`src/verilog/dmm_pkg.sv`:
```
package dmm_pkg;

  //////////////////////////////////////////////////
  // plain vector types

  typedef logic [31:0] word_t;     // register data word
  typedef logic [6:0]  reg_addr_t; // 7 bit register address
  typedef logic [3:0]  azmux_t;    // az mux switch code
  typedef logic [1:0]  pc_sw_t;    // precharge switch pair
  typedef logic [5:0]  seq_step_t; // {pc_sw, azmux}
  typedef logic [1:0]  step_idx_t; // sequence step index

  localparam int COUNT_W_MAX = 24;         // widest precharge / aperture count
  typedef logic [COUNT_W_MAX-1:0] count_t;

  // mode register, codes 5..7 fall through to all low
  typedef enum logic [2:0] {
    MODE_DIRECT  = 3'd0,
    MODE_LO      = 3'd1,
    MODE_HI      = 3'd2,
    MODE_PATTERN = 3'd3,
    MODE_AZ_TEST = 3'd4
  } mode_t;

  //////////////////////////////////////////////////
  // register map

  localparam reg_addr_t ADDR_MODE      = 7'd1;
  localparam reg_addr_t ADDR_DIRECT    = 7'd2;
  localparam reg_addr_t ADDR_STATUS    = 7'd3;  // read only
  localparam reg_addr_t ADDR_SEQ_N     = 7'd4;
  localparam reg_addr_t ADDR_SEQ0      = 7'd5;
  localparam reg_addr_t ADDR_SEQ1      = 7'd6;
  localparam reg_addr_t ADDR_SEQ2      = 7'd7;
  localparam reg_addr_t ADDR_SEQ3      = 7'd8;
  localparam reg_addr_t ADDR_PRECHARGE = 7'd9;
  localparam reg_addr_t ADDR_APERTURE  = 7'd10;

  localparam logic [7:0] STATUS_MAGIC = 8'hAA;

  //////////////////////////////////////////////////
  // bundles

  typedef struct packed {
    logic      strobe;  // one clk per completed frame
    logic      write;
    reg_addr_t addr;
    word_t     wdata;
  } reg_access_t;

  typedef struct packed {
    step_idx_t       seq_n;     // index of last step
    seq_step_t [3:0] seq;
    count_t          precharge;
    count_t          aperture;
  } acq_cfg_t;

  // board output word, leds at the bottom
  typedef struct packed {
    logic       meas_complete;
    azmux_t     azmux;
    pc_sw_t     pc_sw;
    logic [7:0] monitor;
    logic [3:0] leds;
  } out_word_t;

endpackage
```
`src/verilog/dmm_top.sv`:
```
`timescale 1ns/1ns

module dmm_top import dmm_pkg::*; #(
  parameter int COUNT_W = 24  // precharge / aperture counter width, 8..24
) (
  input  logic       CLK,
  input  logic       reset_i,
  // spi host link
  input  logic       sck_i,
  input  logic       ss_i,
  input  logic       sdi_i,
  output logic       sdo_o,
  input  logic       trigger_i,
  input  logic [3:0] hw_flags_i,
  // board outputs
  output logic [3:0] leds_o,
  output logic [7:0] monitor_o,
  output azmux_t     azmux_o,
  output pc_sw_t     pc_sw_o,
  output logic       meas_complete_o
);

  reg_access_t acc;
  word_t       rdata;
  mode_t       mode;
  out_word_t   direct;
  acq_cfg_t    cfg;
  step_idx_t   step;
  logic        adc_reset;
  logic        adc_valid;
  out_word_t   az_word;
  out_word_t   pins;
  logic        az_run;

  assign az_run = (mode == MODE_AZ_TEST);  // controller only runs in az test

  //////////////////////////////////////////////////
  // host side

  spi_slave u_spi (
    .CLK(CLK), .reset_i(reset_i),
    .sck_i(sck_i), .ss_i(ss_i), .sdi_i(sdi_i), .sdo_o(sdo_o),
    .acc_o(acc), .rdata_i(rdata)
  );

  register_bank #(.COUNT_W(COUNT_W)) u_regs (
    .CLK(CLK), .reset_i(reset_i),
    .acc_i(acc), .rdata_o(rdata),
    .hw_flags_i(hw_flags_i), .step_i(step),
    .mode_o(mode), .direct_o(direct), .cfg_o(cfg)
  );

  //////////////////////////////////////////////////
  // acquisition with mocked adc

  adc_mock #(.COUNT_W(COUNT_W)) u_adc (
    .CLK(CLK), .reset_i(reset_i),
    .adc_reset_i(adc_reset),
    .aperture_i(cfg.aperture[COUNT_W-1:0]),
    .valid_o(adc_valid)
  );

  seq_controller #(.COUNT_W(COUNT_W)) u_seq (
    .CLK(CLK), .reset_i(reset_i),
    .run_i(az_run), .trigger_i(trigger_i), .cfg_i(cfg),
    .adc_valid_i(adc_valid), .adc_reset_o(adc_reset),
    .out_o(az_word), .step_o(step)
  );

  mode_mux u_mux (
    .CLK(CLK), .reset_i(reset_i),
    .mode_i(mode), .direct_i(direct), .az_i(az_word),
    .out_o(pins)
  );

  // unpack onto the pins
  assign meas_complete_o = pins.meas_complete;
  assign azmux_o         = pins.azmux;
  assign pc_sw_o         = pins.pc_sw;
  assign monitor_o       = pins.monitor;
  assign leds_o          = pins.leds;

endmodule

```
`src/verilog/mode_mux.sv`:
```
`timescale 1ns/1ns

module mode_mux import dmm_pkg::*; (
  input  logic      CLK,
  input  logic      reset_i,
  input  mode_t     mode_i,
  input  out_word_t direct_i,
  input  out_word_t az_i,
  output out_word_t out_o
);

  localparam int OUT_W = $bits(out_word_t);  // 19

  //////////////////////////////////////////////////
  // free running test pattern

  logic [OUT_W-1:0] pat_q;  // wraps at 2^19
  out_word_t        sel;
  out_word_t        out_q;

  // mode select
  always_comb begin
    case (mode_i)
      MODE_DIRECT:  sel = direct_i;
      MODE_LO:      sel = '0;
      MODE_HI:      sel = '1;               // every pin high
      MODE_PATTERN: sel = out_word_t'(pat_q);
      MODE_AZ_TEST: sel = az_i;             // sequence controller with mock adc
      default:      sel = '0;               // spare codes stay low
    endcase
  end

  // one register stage onto the pins
  always_ff @(posedge CLK) begin
    if (reset_i) begin
      pat_q <= '0;
      out_q <= '0;
    end else begin
      pat_q <= pat_q + 1'b1;
      out_q <= sel;
    end
  end

  assign out_o = out_q;

endmodule

```
`src/verilog/seq_controller.sv`:
```
`timescale 1ns/1ns

module seq_controller import dmm_pkg::*; #(
  parameter int COUNT_W = 24
) (
  input  logic      CLK,
  input  logic      reset_i,
  input  logic      run_i,        // az test mode selected
  input  logic      trigger_i,
  input  acq_cfg_t  cfg_i,
  input  logic      adc_valid_i,
  output logic      adc_reset_o,
  output out_word_t out_o,
  output step_idx_t step_o
);

  typedef enum logic [1:0] {
    IDLE      = 2'd0,
    PRECHARGE = 2'd1,
    MEASURE   = 2'd2,
    DONE      = 2'd3
  } seq_state_t;

  seq_state_t         state_q;
  step_idx_t          step_q;
  logic [COUNT_W-1:0] cnt_q;       // precharge timer
  azmux_t             azmux_q;
  pc_sw_t             pc_q;
  logic               adc_reset_q;
  logic               meas_q;

  seq_step_t cur_step;
  logic      last_step;

  assign cur_step  = cfg_i.seq[step_q];
  assign last_step = (step_q == cfg_i.seq_n);

  always_ff @(posedge CLK) begin
    if (reset_i) begin
      state_q     <= IDLE;
      step_q      <= '0;
      cnt_q       <= '0;
      azmux_q     <= '0;
      pc_q        <= '0;
      adc_reset_q <= 1'b1;
      meas_q      <= 1'b0;
    end else begin
      meas_q <= 1'b0;
      if (!run_i) begin
        // other modes own the pins, park everything
        state_q     <= IDLE;
        step_q      <= '0;
        azmux_q     <= '0;
        pc_q        <= '0;
        adc_reset_q <= 1'b1;
      end else begin
        case (state_q)
          IDLE: begin
            if (trigger_i) begin
              state_q <= PRECHARGE;
              step_q  <= '0;
              cnt_q   <= '0;
            end
          end
          PRECHARGE: begin
            if (cnt_q == '0) begin
              azmux_q <= azmux_t'(cur_step[3:0]);  // switches move one clk in
              pc_q    <= pc_sw_t'(cur_step[5:4]);
            end
            if (cnt_q == cfg_i.precharge[COUNT_W-1:0]) begin
              state_q     <= MEASURE;
              adc_reset_q <= 1'b0;                 // release adc for one aperture
            end else begin
              cnt_q <= cnt_q + 1'b1;
            end
          end
          MEASURE: begin
            if (adc_valid_i) begin
              state_q     <= DONE;
              adc_reset_q <= 1'b1;
              meas_q      <= last_step;            // end of pass
            end
          end
          DONE: begin
            cnt_q <= '0;
            if (!trigger_i) begin
              state_q <= IDLE;                     // keep step index for status
              azmux_q <= '0;
              pc_q    <= '0;
            end else begin
              state_q <= PRECHARGE;
              step_q  <= last_step ? step_idx_t'(0) : step_q + 1'b1;
            end
          end
          default: state_q <= IDLE;
        endcase
      end
    end
  end

  //////////////////////////////////////////////////
  // output bundle

  assign out_o.meas_complete = meas_q;
  assign out_o.azmux         = azmux_q;
  assign out_o.pc_sw         = pc_q;
  assign out_o.monitor       = {4'b0, adc_valid_i, adc_reset_q, state_q};  // state in low bits
  assign out_o.leds          = {state_q != IDLE, 1'b0, step_q};           // busy, step

  assign adc_reset_o = adc_reset_q;
  assign step_o      = step_q;

endmodule

```
`src/verilog/adc_mock.sv`:
```
`timescale 1ns/1ns

module adc_mock import dmm_pkg::*; #(
  parameter int COUNT_W = 24
) (
  input  logic               CLK,
  input  logic               reset_i,
  input  logic               adc_reset_i,  // held high between samples
  input  logic [COUNT_W-1:0] aperture_i,
  output logic               valid_o
);

  logic [COUNT_W-1:0] cnt_q;
  logic               done_q;   // sample delivered, wait for next reset
  logic               valid_q;

  // valid lands aperture+1 clks after adc reset is released
  always_ff @(posedge CLK) begin
    if (reset_i || adc_reset_i) begin
      cnt_q   <= '0;
      done_q  <= 1'b0;
      valid_q <= 1'b0;
    end else begin
      valid_q <= 1'b0;
      if (!done_q) begin
        if (cnt_q == aperture_i) begin
          valid_q <= 1'b1;   // single pulse
          done_q  <= 1'b1;
        end else begin
          cnt_q <= cnt_q + 1'b1;
        end
      end
    end
  end

  assign valid_o = valid_q;

endmodule

```
`src/verilog/register_bank.sv`:
```
`timescale 1ns/1ns

module register_bank import dmm_pkg::*; #(
  parameter int COUNT_W = 24
) (
  input  logic        CLK,
  input  logic        reset_i,
  input  reg_access_t acc_i,
  output word_t       rdata_o,
  input  logic [3:0]  hw_flags_i,
  input  step_idx_t   step_i,
  output mode_t       mode_o,
  output out_word_t   direct_o,
  output acq_cfg_t    cfg_o
);

  mode_t              mode_q;
  out_word_t          direct_q;
  step_idx_t          seq_n_q;
  seq_step_t [3:0]    seq_q;
  logic [COUNT_W-1:0] precharge_q;
  logic [COUNT_W-1:0] aperture_q;

  logic we;
  assign we = acc_i.strobe & acc_i.write;

  //////////////////////////////////////////////////
  // writes, status and unknown addrs are dropped

  always_ff @(posedge CLK) begin
    if (reset_i) begin
      mode_q      <= MODE_DIRECT;
      direct_q    <= '0;
      seq_n_q     <= '0;
      seq_q       <= '0;
      precharge_q <= '0;
      aperture_q  <= '0;
    end else if (we) begin
      case (acc_i.addr)
        ADDR_MODE:      mode_q      <= mode_t'(acc_i.wdata[2:0]);
        ADDR_DIRECT:    direct_q    <= out_word_t'(acc_i.wdata[$bits(out_word_t)-1:0]);
        ADDR_SEQ_N:     seq_n_q     <= acc_i.wdata[1:0];
        ADDR_SEQ0:      seq_q[0]    <= acc_i.wdata[5:0];
        ADDR_SEQ1:      seq_q[1]    <= acc_i.wdata[5:0];
        ADDR_SEQ2:      seq_q[2]    <= acc_i.wdata[5:0];
        ADDR_SEQ3:      seq_q[3]    <= acc_i.wdata[5:0];  // own slot for step 3
        ADDR_PRECHARGE: precharge_q <= acc_i.wdata[COUNT_W-1:0];
        ADDR_APERTURE:  aperture_q  <= acc_i.wdata[COUNT_W-1:0];
        default: ;
      endcase
    end
  end

  //////////////////////////////////////////////////
  // read decode, purely combinational on addr

  always_comb begin
    case (acc_i.addr)
      ADDR_MODE:      rdata_o = word_t'(mode_q);
      ADDR_DIRECT:    rdata_o = word_t'(direct_q);
      ADDR_STATUS:    rdata_o = {18'b0, step_i, hw_flags_i, STATUS_MAGIC};
      ADDR_SEQ_N:     rdata_o = word_t'(seq_n_q);
      ADDR_SEQ0:      rdata_o = word_t'(seq_q[0]);
      ADDR_SEQ1:      rdata_o = word_t'(seq_q[1]);
      ADDR_SEQ2:      rdata_o = word_t'(seq_q[2]);
      ADDR_SEQ3:      rdata_o = word_t'(seq_q[3]);
      ADDR_PRECHARGE: rdata_o = word_t'(precharge_q);
      ADDR_APERTURE:  rdata_o = word_t'(aperture_q);
      default:        rdata_o = '0;
    endcase
  end

  assign mode_o          = mode_q;
  assign direct_o        = direct_q;
  assign cfg_o.seq_n     = seq_n_q;
  assign cfg_o.seq       = seq_q;
  assign cfg_o.precharge = count_t'(precharge_q);  // zero extended to max width
  assign cfg_o.aperture  = count_t'(aperture_q);

endmodule

```
`src/verilog/spi_slave.sv`:
```
`timescale 1ns/1ns

module spi_slave import dmm_pkg::*; (
  input  logic        CLK,
  input  logic        reset_i,
  input  logic        sck_i,
  input  logic        ss_i,     // active low
  input  logic        sdi_i,
  output logic        sdo_o,
  output reg_access_t acc_o,
  input  word_t       rdata_i
);

  //////////////////////////////////////////////////
  // pin synchronizers

  logic [2:0] sck_q;  // two sync stages plus one for edge detect
  logic [1:0] ss_q;
  logic [1:0] sdi_q;

  logic sck_rise;
  logic sck_fall;
  logic selected;

  assign sck_rise = sck_q[1] & ~sck_q[2];
  assign sck_fall = ~sck_q[1] & sck_q[2];
  assign selected = ~ss_q[1];

  //////////////////////////////////////////////////
  // frame state

  logic [5:0] bit_cnt_q;  // rising edges seen in this frame, 0..40
  logic       load_q;     // command byte complete, fetch read data
  logic       strobe_q;
  logic [7:0] cmd_q;      // {write, addr}
  word_t      data_q;     // write data shifted in
  word_t      tx_q;       // read data shifted out

  always_ff @(posedge CLK) begin
    if (reset_i) begin
      sck_q     <= '0;
      ss_q      <= 2'b11;  // deselected
      sdi_q     <= '0;
      bit_cnt_q <= '0;
      load_q    <= 1'b0;
      strobe_q  <= 1'b0;
      tx_q      <= '0;
    end else begin
      sck_q    <= {sck_q[1:0], sck_i};
      ss_q     <= {ss_q[0], ss_i};
      sdi_q    <= {sdi_q[0], sdi_i};
      load_q   <= 1'b0;
      strobe_q <= 1'b0;
      if (!selected) begin
        bit_cnt_q <= '0;  // a partial frame is simply dropped
        tx_q      <= '0;
      end else begin
        if (sck_rise && bit_cnt_q != 6'd40) begin
          bit_cnt_q <= bit_cnt_q + 1'b1;
          if (bit_cnt_q == 6'd7) load_q <= 1'b1;    // addr now stable
          if (bit_cnt_q == 6'd39) strobe_q <= 1'b1; // last data bit in
        end
        if (load_q)
          tx_q <= rdata_i;
        else if (sck_fall && bit_cnt_q >= 6'd9 && bit_cnt_q <= 6'd39)
          tx_q <= {tx_q[30:0], 1'b0};  // next bit for the following rising edge
      end
    end
  end

  // payload shift registers
  always_ff @(posedge CLK) begin
    if (selected && sck_rise && bit_cnt_q != 6'd40) begin
      if (bit_cnt_q < 6'd8)
        cmd_q <= {cmd_q[6:0], sdi_q[1]};   // command byte, msb first
      else
        data_q <= {data_q[30:0], sdi_q[1]};
    end
  end

  assign sdo_o        = tx_q[31];
  assign acc_o.strobe = strobe_q;
  assign acc_o.write  = cmd_q[7];
  assign acc_o.addr   = cmd_q[6:0];
  assign acc_o.wdata  = data_q;

endmodule

```
`config.mk`:
```
export PLATFORM = sky130hd
export DESIGN_NAME = dmm_top
export DESIGN_NICKNAME = d
export VERILOG_FILES = /design/src/verilog/dmm_pkg.sv /design/src/verilog/dmm_top.sv /design/src/verilog/mode_mux.sv /design/src/verilog/seq_controller.sv /design/src/verilog/adc_mock.sv /design/src/verilog/register_bank.sv /design/src/verilog/spi_slave.sv
export SDC_FILE = /design/constraint.sdc
export NUM_CORES = 1
export LEC_CHECK = 0
export ABC_AREA = 1
export BUFFER_PORTS_ARGS = -buffer_cell sky130_fd_sc_hd__buf_4
export CORE_ASPECT_RATIO = 0.9
export CORE_MARGIN = 3
export CORE_UTILIZATION = 45
export DETAILED_ROUTE_END_ITERATION = 7
export GPL_ROUTABILITY_DRIVEN = 0
export MAX_ROUTING_LAYER = met4
export PLACE_DENSITY_LB_ADDON = 0.1
export SYNTH_ARGS = -nofsm -noshare
export SYNTH_HDL_FRONTEND = slang
export SYNTH_SLANG_ARGS = --single-unit
```
`constraint.sdc`:
```
create_clock -name CLK -period 3 [get_ports CLK]
set_clock_uncertainty 0.1 [all_clocks]
set_input_delay 0.6 -clock CLK [delete_from_list [all_inputs] [get_ports CLK]]
set_output_delay 0.6 -clock CLK [all_outputs]
set_load 0.1 [all_outputs]
```
* Yosys cells after proc, flatten, opt, wreduce, memory -nomap -nowiden *
Index checks and enable logic that the tools add are counted.

storage, ports and cells
  output and inout port bits = 20
  logic and storage cells = 157
  input bits = 10
  bits in registers = 275

cells by class
  magnitude comparators = 4
  reductions and logical operators = 37
  muxes and demuxes = 31
  $add $sub $neg = 5
  bitwise logic cells = 13
  equal/unequal tests = 29

operators with widths
  cell                     number
  $pmux W24 S10            1
  $pmux W19 S4             1
  $pmux W24 S3             1
  $mux W32                 2
  $add A24 B1 Y24 const B  2
  $eq A24 B24 Y1           2
  $mux W24                 2
  $eq A7 B3 Y1 const B     4
  $logic_not A24 Y1        1
  $reduce_and A2 Y1        12
  $eq A7 B4 Y1 const B     3
  $add A19 B1 Y19 const B  1
  $mux W2                  8
  $eq A7 B2 Y1 const B     2
  $bmux W6 S2              1
  $reduce_and A3 Y1        4
  $ne A2 B2 Y1 const B     5
  $not A1 Y1               10
  $reduce_bool A2 Y1       5
  $mux W4                  2
  $pmux W2 S2              2
  $pmux W2 S4              1
  $pmux W4 S2              1
  $eq A7 B1 Y1 const B     1
  other kinds (28)         45

* Logic depth before layout (Yosys ltp) *
  depth in word-level cells = 6
  depth in mapped cells = 13

* By module *
Synthesis repeated with hierarchy kept, for this count alone.

unflattened totals
  cell total of the unflattened synthesis = 2178
  area, all modules = 14889.3 µm²

by module, submodules not included
  module          area each (µm²)  cells each  instances
  register_bank   4514.3           655         1
  spi_slave       3535.9           383         1
  seq_controller  3046.7           530         1
  adc_mock        1924.3           332         1
  mode_mux        1854.3           275         1
  dmm_top         13.8             3           1

* Least setup slack after synthesis *
OpenSTA, ideal clock, no wires.

  path kind = register to register
  start = reg u_spi.bit_cnt_q[0]
  end = reg u_spi.data_q[0], enable pin
  data required time = 2.487 ns
  setup slack = 0.189 ns
  data arrival time = 2.298 ns
  clock period less this slack = 2.811 ns
  path buffers = 0
  cell stages (with the launch flop) = 7
  cell sequence = dfxtp_1 inv_1 ha_1 nand2_1 nand2_1 or2_2 a21oi_1

between the ends
  longest elaborated chain between the ends = 3
  elaborated cells between the ends (all ways) = 5
  those cells by class = order compare: 1; eq/ne: 1; bitwise: 1; reduce/logical: 2

RTL lines
  item                                                         RTL line                          text
  start, declared                                              spi_slave.sv:32                   logic [5:0] bit_cnt_q;
  start signal, assigned                                       spi_slave.sv:59                   bit_cnt_q <= bit_cnt_q + 1'b1;
  $lt A6 B4 Y1 or $ne A6 B6 Y1 (tied branches)                 spi_slave.sv:74, spi_slave.sv:73
  $not A1 Y1 (no line) or $logic_and A1 B1 Y1 (tied branches)  --
  $reduce_and A2 Y1 (no line) (*)                              --
  end signal, assigned                                         spi_slave.sv:77                   data_q <= {data_q[30:0], sdi_q[1]};
  end, declared                                                spi_slave.sv:36                   word_t data_q;

Every way passes the cells marked *; elsewhere a longest branch is shown, timed or not.
A chain may end at the register's enable or synchronous reset.

* Worst setup path in the final report *
  start = reg u_seq.state_q[1]
  end = reg u_seq.pc_q[0]

between the ends
  longest elaborated chain between the ends = 3
  elaborated cells between the ends (all ways) = 7
  those cells by class = eq/ne: 4; mux: 1; reduce/logical: 2

RTL lines
  item                                                  RTL line              text
  start, declared                                       seq_controller.sv:24  seq_state_t state_q;
  start signal, assigned                                seq_controller.sv:40  state_q <= IDLE;
  start signal, assigned                                seq_controller.sv:51  state_q <= IDLE;
  start signal, assigned                                seq_controller.sv:60  state_q <= PRECHARGE;
  $eq A2 B1 Y1 or $eq A2 B2 Y1 (tied branches)          seq_controller.sv:57  case (state_q)
  $ne A2 B1 Y1 (no line), or another cell as far along  --
  $reduce_and A3 Y1 (no line)                           --
  end signal, assigned                                  seq_controller.sv:68  pc_q <= pc_sw_t'(cur_step[5:4]);
  end, declared                                         seq_controller.sv:28  pc_sw_t pc_q;

Several ways; a longest one is shown, not always the timed one.

==> metrics.md <==
| Metric | Value |
|---|---|
| Status | `finished, final reports clean` |
| Nets | `~1900` |
| Power per cell area | `roughly 530 mW/mm^2` |
| Post-synth EDFFs | `32` |
| CP most frequent cell | `nand2_1` |
| Clk root buf | `clkbuf_16` |
| CTS tree | `done` |
| Share of layout cells above drive strength 1 | `0.0741` |
| Max incr delay on CP | `between 0.5 and 0.6 ns` |
| Final Cycle Share | `0.828` |
| Mapped Area | `0.0132 mm^2` |
| Overflow after GRT | `0` |
| Rows | `58` |
| H-tree levels | `1` |
| Crit path max-delay family | `simple AND/OR/NAND/NOR gates` |
| Critical Path AT | `2.84 ns` |
| Internal cell power | `between 6000 and 7000 uW` |
| Commonest cells in the netlist | `nand2_1, dfxtp_1, a21oi_1` |
| Starting DRT DRC Count | `roughly 1300` |
| Core footprint | `approximately 0.028 mm^2` |
| Sequential share of power | `0.477` |
| Final Worst Setup Slack | `a little over 0.5 ns` |
| Crit end category | `register` |
| Antenna diodes | `0` |
| DP Area | `between 0.01 and 0.015 mm^2` |
| Place WS | `0.600 ns` |
| Ys flop type | `dfxtp_1` |
| Vias/cell | `between 5 and 6` |
| Critical-path cell list | `inv_1 -> ha_1 -> nand4_1 -> nor2_1 -> nand3_1 -> o21ai_1 -> nand2_1 -> nand2_1 -> a21oi_1` |
| Switch share | `0.209` |
| Synthesized net count | `approximately 1900` |
| Clock power share | `0.510` |
| Register area | `a little under 0.006 mm^2` |
| Antenna violations before repair | `0` |
| Slew HR | `0.460` |
| Max Cap Violations | `0` |
| Buffer depth of the longest clock path | `3` |
| Final Hold Viols | `0` |
| Max Freq | `a little over 0.4 GHz` |
| Worst Max-Slew Pin Slew | `~0.8 ns` |
| Worst VDD drop | `between 500 and 600 uV` |
| Max-slew violations | `0` |
| Most numerous cell in the Yosys netlist | `nand2_1` |
| Via count | `roughly 12000` |
| Clock transition at the registers of the reported paths | `about 0.070 ns` |
| Starting density of the core | `0.464` |
| Routed wire per std cell | `about 17 um` |
| Clock Latency Late Sink | `0.57 ns` |
| Die Wd | `around 190 um` |
| Mean Syn Cell Area | `approximately 7 um^2` |
| Worst hold slack | `~0.12 ns` |
| Total clock sinks | `around 280` |
| CP required | `3.35 ns` |
| Slowest CP cell | `ha_1` |
| Routed wire length | `between 30000 and 40000 um` |
| Setup-failing EPs final | `0` |
| Gate power share | `0.013` |
| #FFs+latches synth | `275` |
| Hold_buf cts | `0` |
| Top cells by area, synth | `dfxtp_1, nand2_1, a21oi_1, edfxtp_1, o21ai_0` |
| Fill cell count | `between 2000 and 3000` |
| NetSw | `around 1600 uW` |
| RSZ-0062 raised after global routing | `false` |
| First-pass GRT wire length | `roughly 62000 um` |
| CTS Buf Count | `30` |
| Detail Route Antenna Nets | `0` |
| Design area | `~0.015 mm^2` |
| Max FO, Critical Path | `11` |
| Postcts setup bufs | `0` |
| Pleak | `around 0.0056 uW` |
| Die area | `between 0.03 and 0.04 mm^2` |
| Largest area contributor in the netlist | `dfxtp_1` |
| Cells after Synth | `between 1500 and 2000` |
| PortBufs | `29` |
| Largest net degree at the start of global routing | `70` |
| Io pins | `30` |
| Post-DP HPWL | `approximately 28000 um` |
| Fin util | `0.523` |
| Post-cts sizing count | `0` |
| All-Layer GR Usage | `0.249` |
| Async SR Flop Fraction | `0` |
| Chip Height | `about 170 um` |
| DR pass1 iterations | `6` |
| Area of the multi-input gates | `~0.0062 mm^2` |
| Layout area overhead | `12.6%` |
| Yosys top cell area share | `0.369` |
| Sequential fraction of the synthesis area | `0.442` |
| Buf+Inv Stages, Crit Path | `1` |
| DRC violations left | `0` |
| Hold crit path type | `in2reg` |
| Synth warn | `0` |
| CP Class | `reg2reg` |
| Post-route setup TNS | `0 ns` |
| Minimum clock period | `2.48 ns` |
| Cell variety after synth | `39` |
| Vias in the first global route | `between 10000 and 15000` |
| Critical Path Start Type | `register` |
## cell usage in the layout (no fill, tap or decap), types with 6 or more instances in the layout
master / count
buf_4: 54
edfxtp_1: 32
nor2_1: 187
dfxtp_1: 243
nand4_1: 29
nand2_1: 412
clkbuf_8: 8
xnor2_1: 12
o22ai_1: 23
xor2_1: 47
a21oi_1: 220
a221oi_1: 6
o221ai_1: 9
nand3_1: 111
inv_2: 15
nor3_1: 14
o21ai_0: 156
ha_1: 12
clkinv_2: 8
o211ai_1: 13
inv_1: 191
clkbuf_16: 31
## stage by stage
stage               total power, uW  cells
floorplan                      3870   1845
global placement               3910   2210
detailed placement             3910   2210
CTS                            7890   2266
global route                   8050   2266
finish                         7810   2266
## state kept, by name, summed over array words and instances, names as in the netlist, 3 cells and up
register,cells
u_spi.sck_q,3
u_seq.azmux_q,4
u_mux.pat_q,19
u_spi.data_q,24
u_mux.out_o,19
u_spi.bit_cnt_q,6
u_regs.aperture_q,24
u_regs.cfg_o,24
u_spi.tx_q,32
u_regs.precharge_q,24
u_seq.cnt_q,24
u_regs.direct_o,19
u_adc.cnt_q,24
u_regs.mode_o,3
u_spi.cmd_q,8
## per-layer routing
layer	vias up	wire length, um	GRT usage	share of wire
met4	0	983	0.0575	0.025
met5	-	0	-	0
met2	373	17100	0.384	0.44
li1	6091	-	-	-
met1	5696	18000	0.346	0.47
met3	69	2500	0.0400	0.065
## kinds of logic (layout without fill, tap and decap cells)
kind of cell / after synthesis / count (layout) / synth area share
adder cells (fa/ha/maj): 12 / 12 / 0.0114
AO/OA/AOI/OAI: 436 / 436 / 0.175
XOR/XNOR: 59 / 59 / 0.0392
flip-flops: 275 / 275 / 0.442
AND/OR/NAND/NOR: 775 / 775 / 0.247
buffers and inverters: 288 / 319 / 0.0846
## final timing paths
path                                               startpoint                          to  slack [ns]  cells past startpoint
worst min register to register      u_spi.sck_q[0]$_SDFF_PP0_   u_spi.sck_q[1]$_SDFF_PP0_        0.30                      2
worst max register to register  u_seq.state_q[1]$_SDFFE_PP0P_  u_seq.pc_q[0]$_SDFFE_PP0P_        0.52                      9
worst max-delay path            u_seq.state_q[1]$_SDFFE_PP0P_  u_seq.pc_q[0]$_SDFFE_PP0P_        0.52                      9
worst min-delay path                                     ss_i    u_spi.ss_q[0]$_SDFF_PP1_        0.12                      2
## layout make-up
type,instances,share of cell area
Multi-Input combinational cell,1282,0.420
Clock inverter,13,0.0119
Tap cell,390,0.0329
Inverter,208,0.0526
Timing Repair Buffer,55,0.0287
Sequential cell,275,0.393
Clock buffer,43,0.0607
## power by group through the flow
| stage | combinational, uW | sequential, uW | clock [uW] |
|---|---|---|---|
| 2_1_floorplan | 68.1 | 3800 | 0 |
| 3_3_place_gp | 103 | 3810 | 0 |
| 3_5_place_dp | 104 | 3810 | 0 |
| 4_1_cts | 105 | 3720 | 4060 |
| 5_1_grt | 119 | 3720 | 4210 |
| 6_report | 105 | 3720 | 3980 |
No activity file was read; power rests on OpenSTA's default activity.
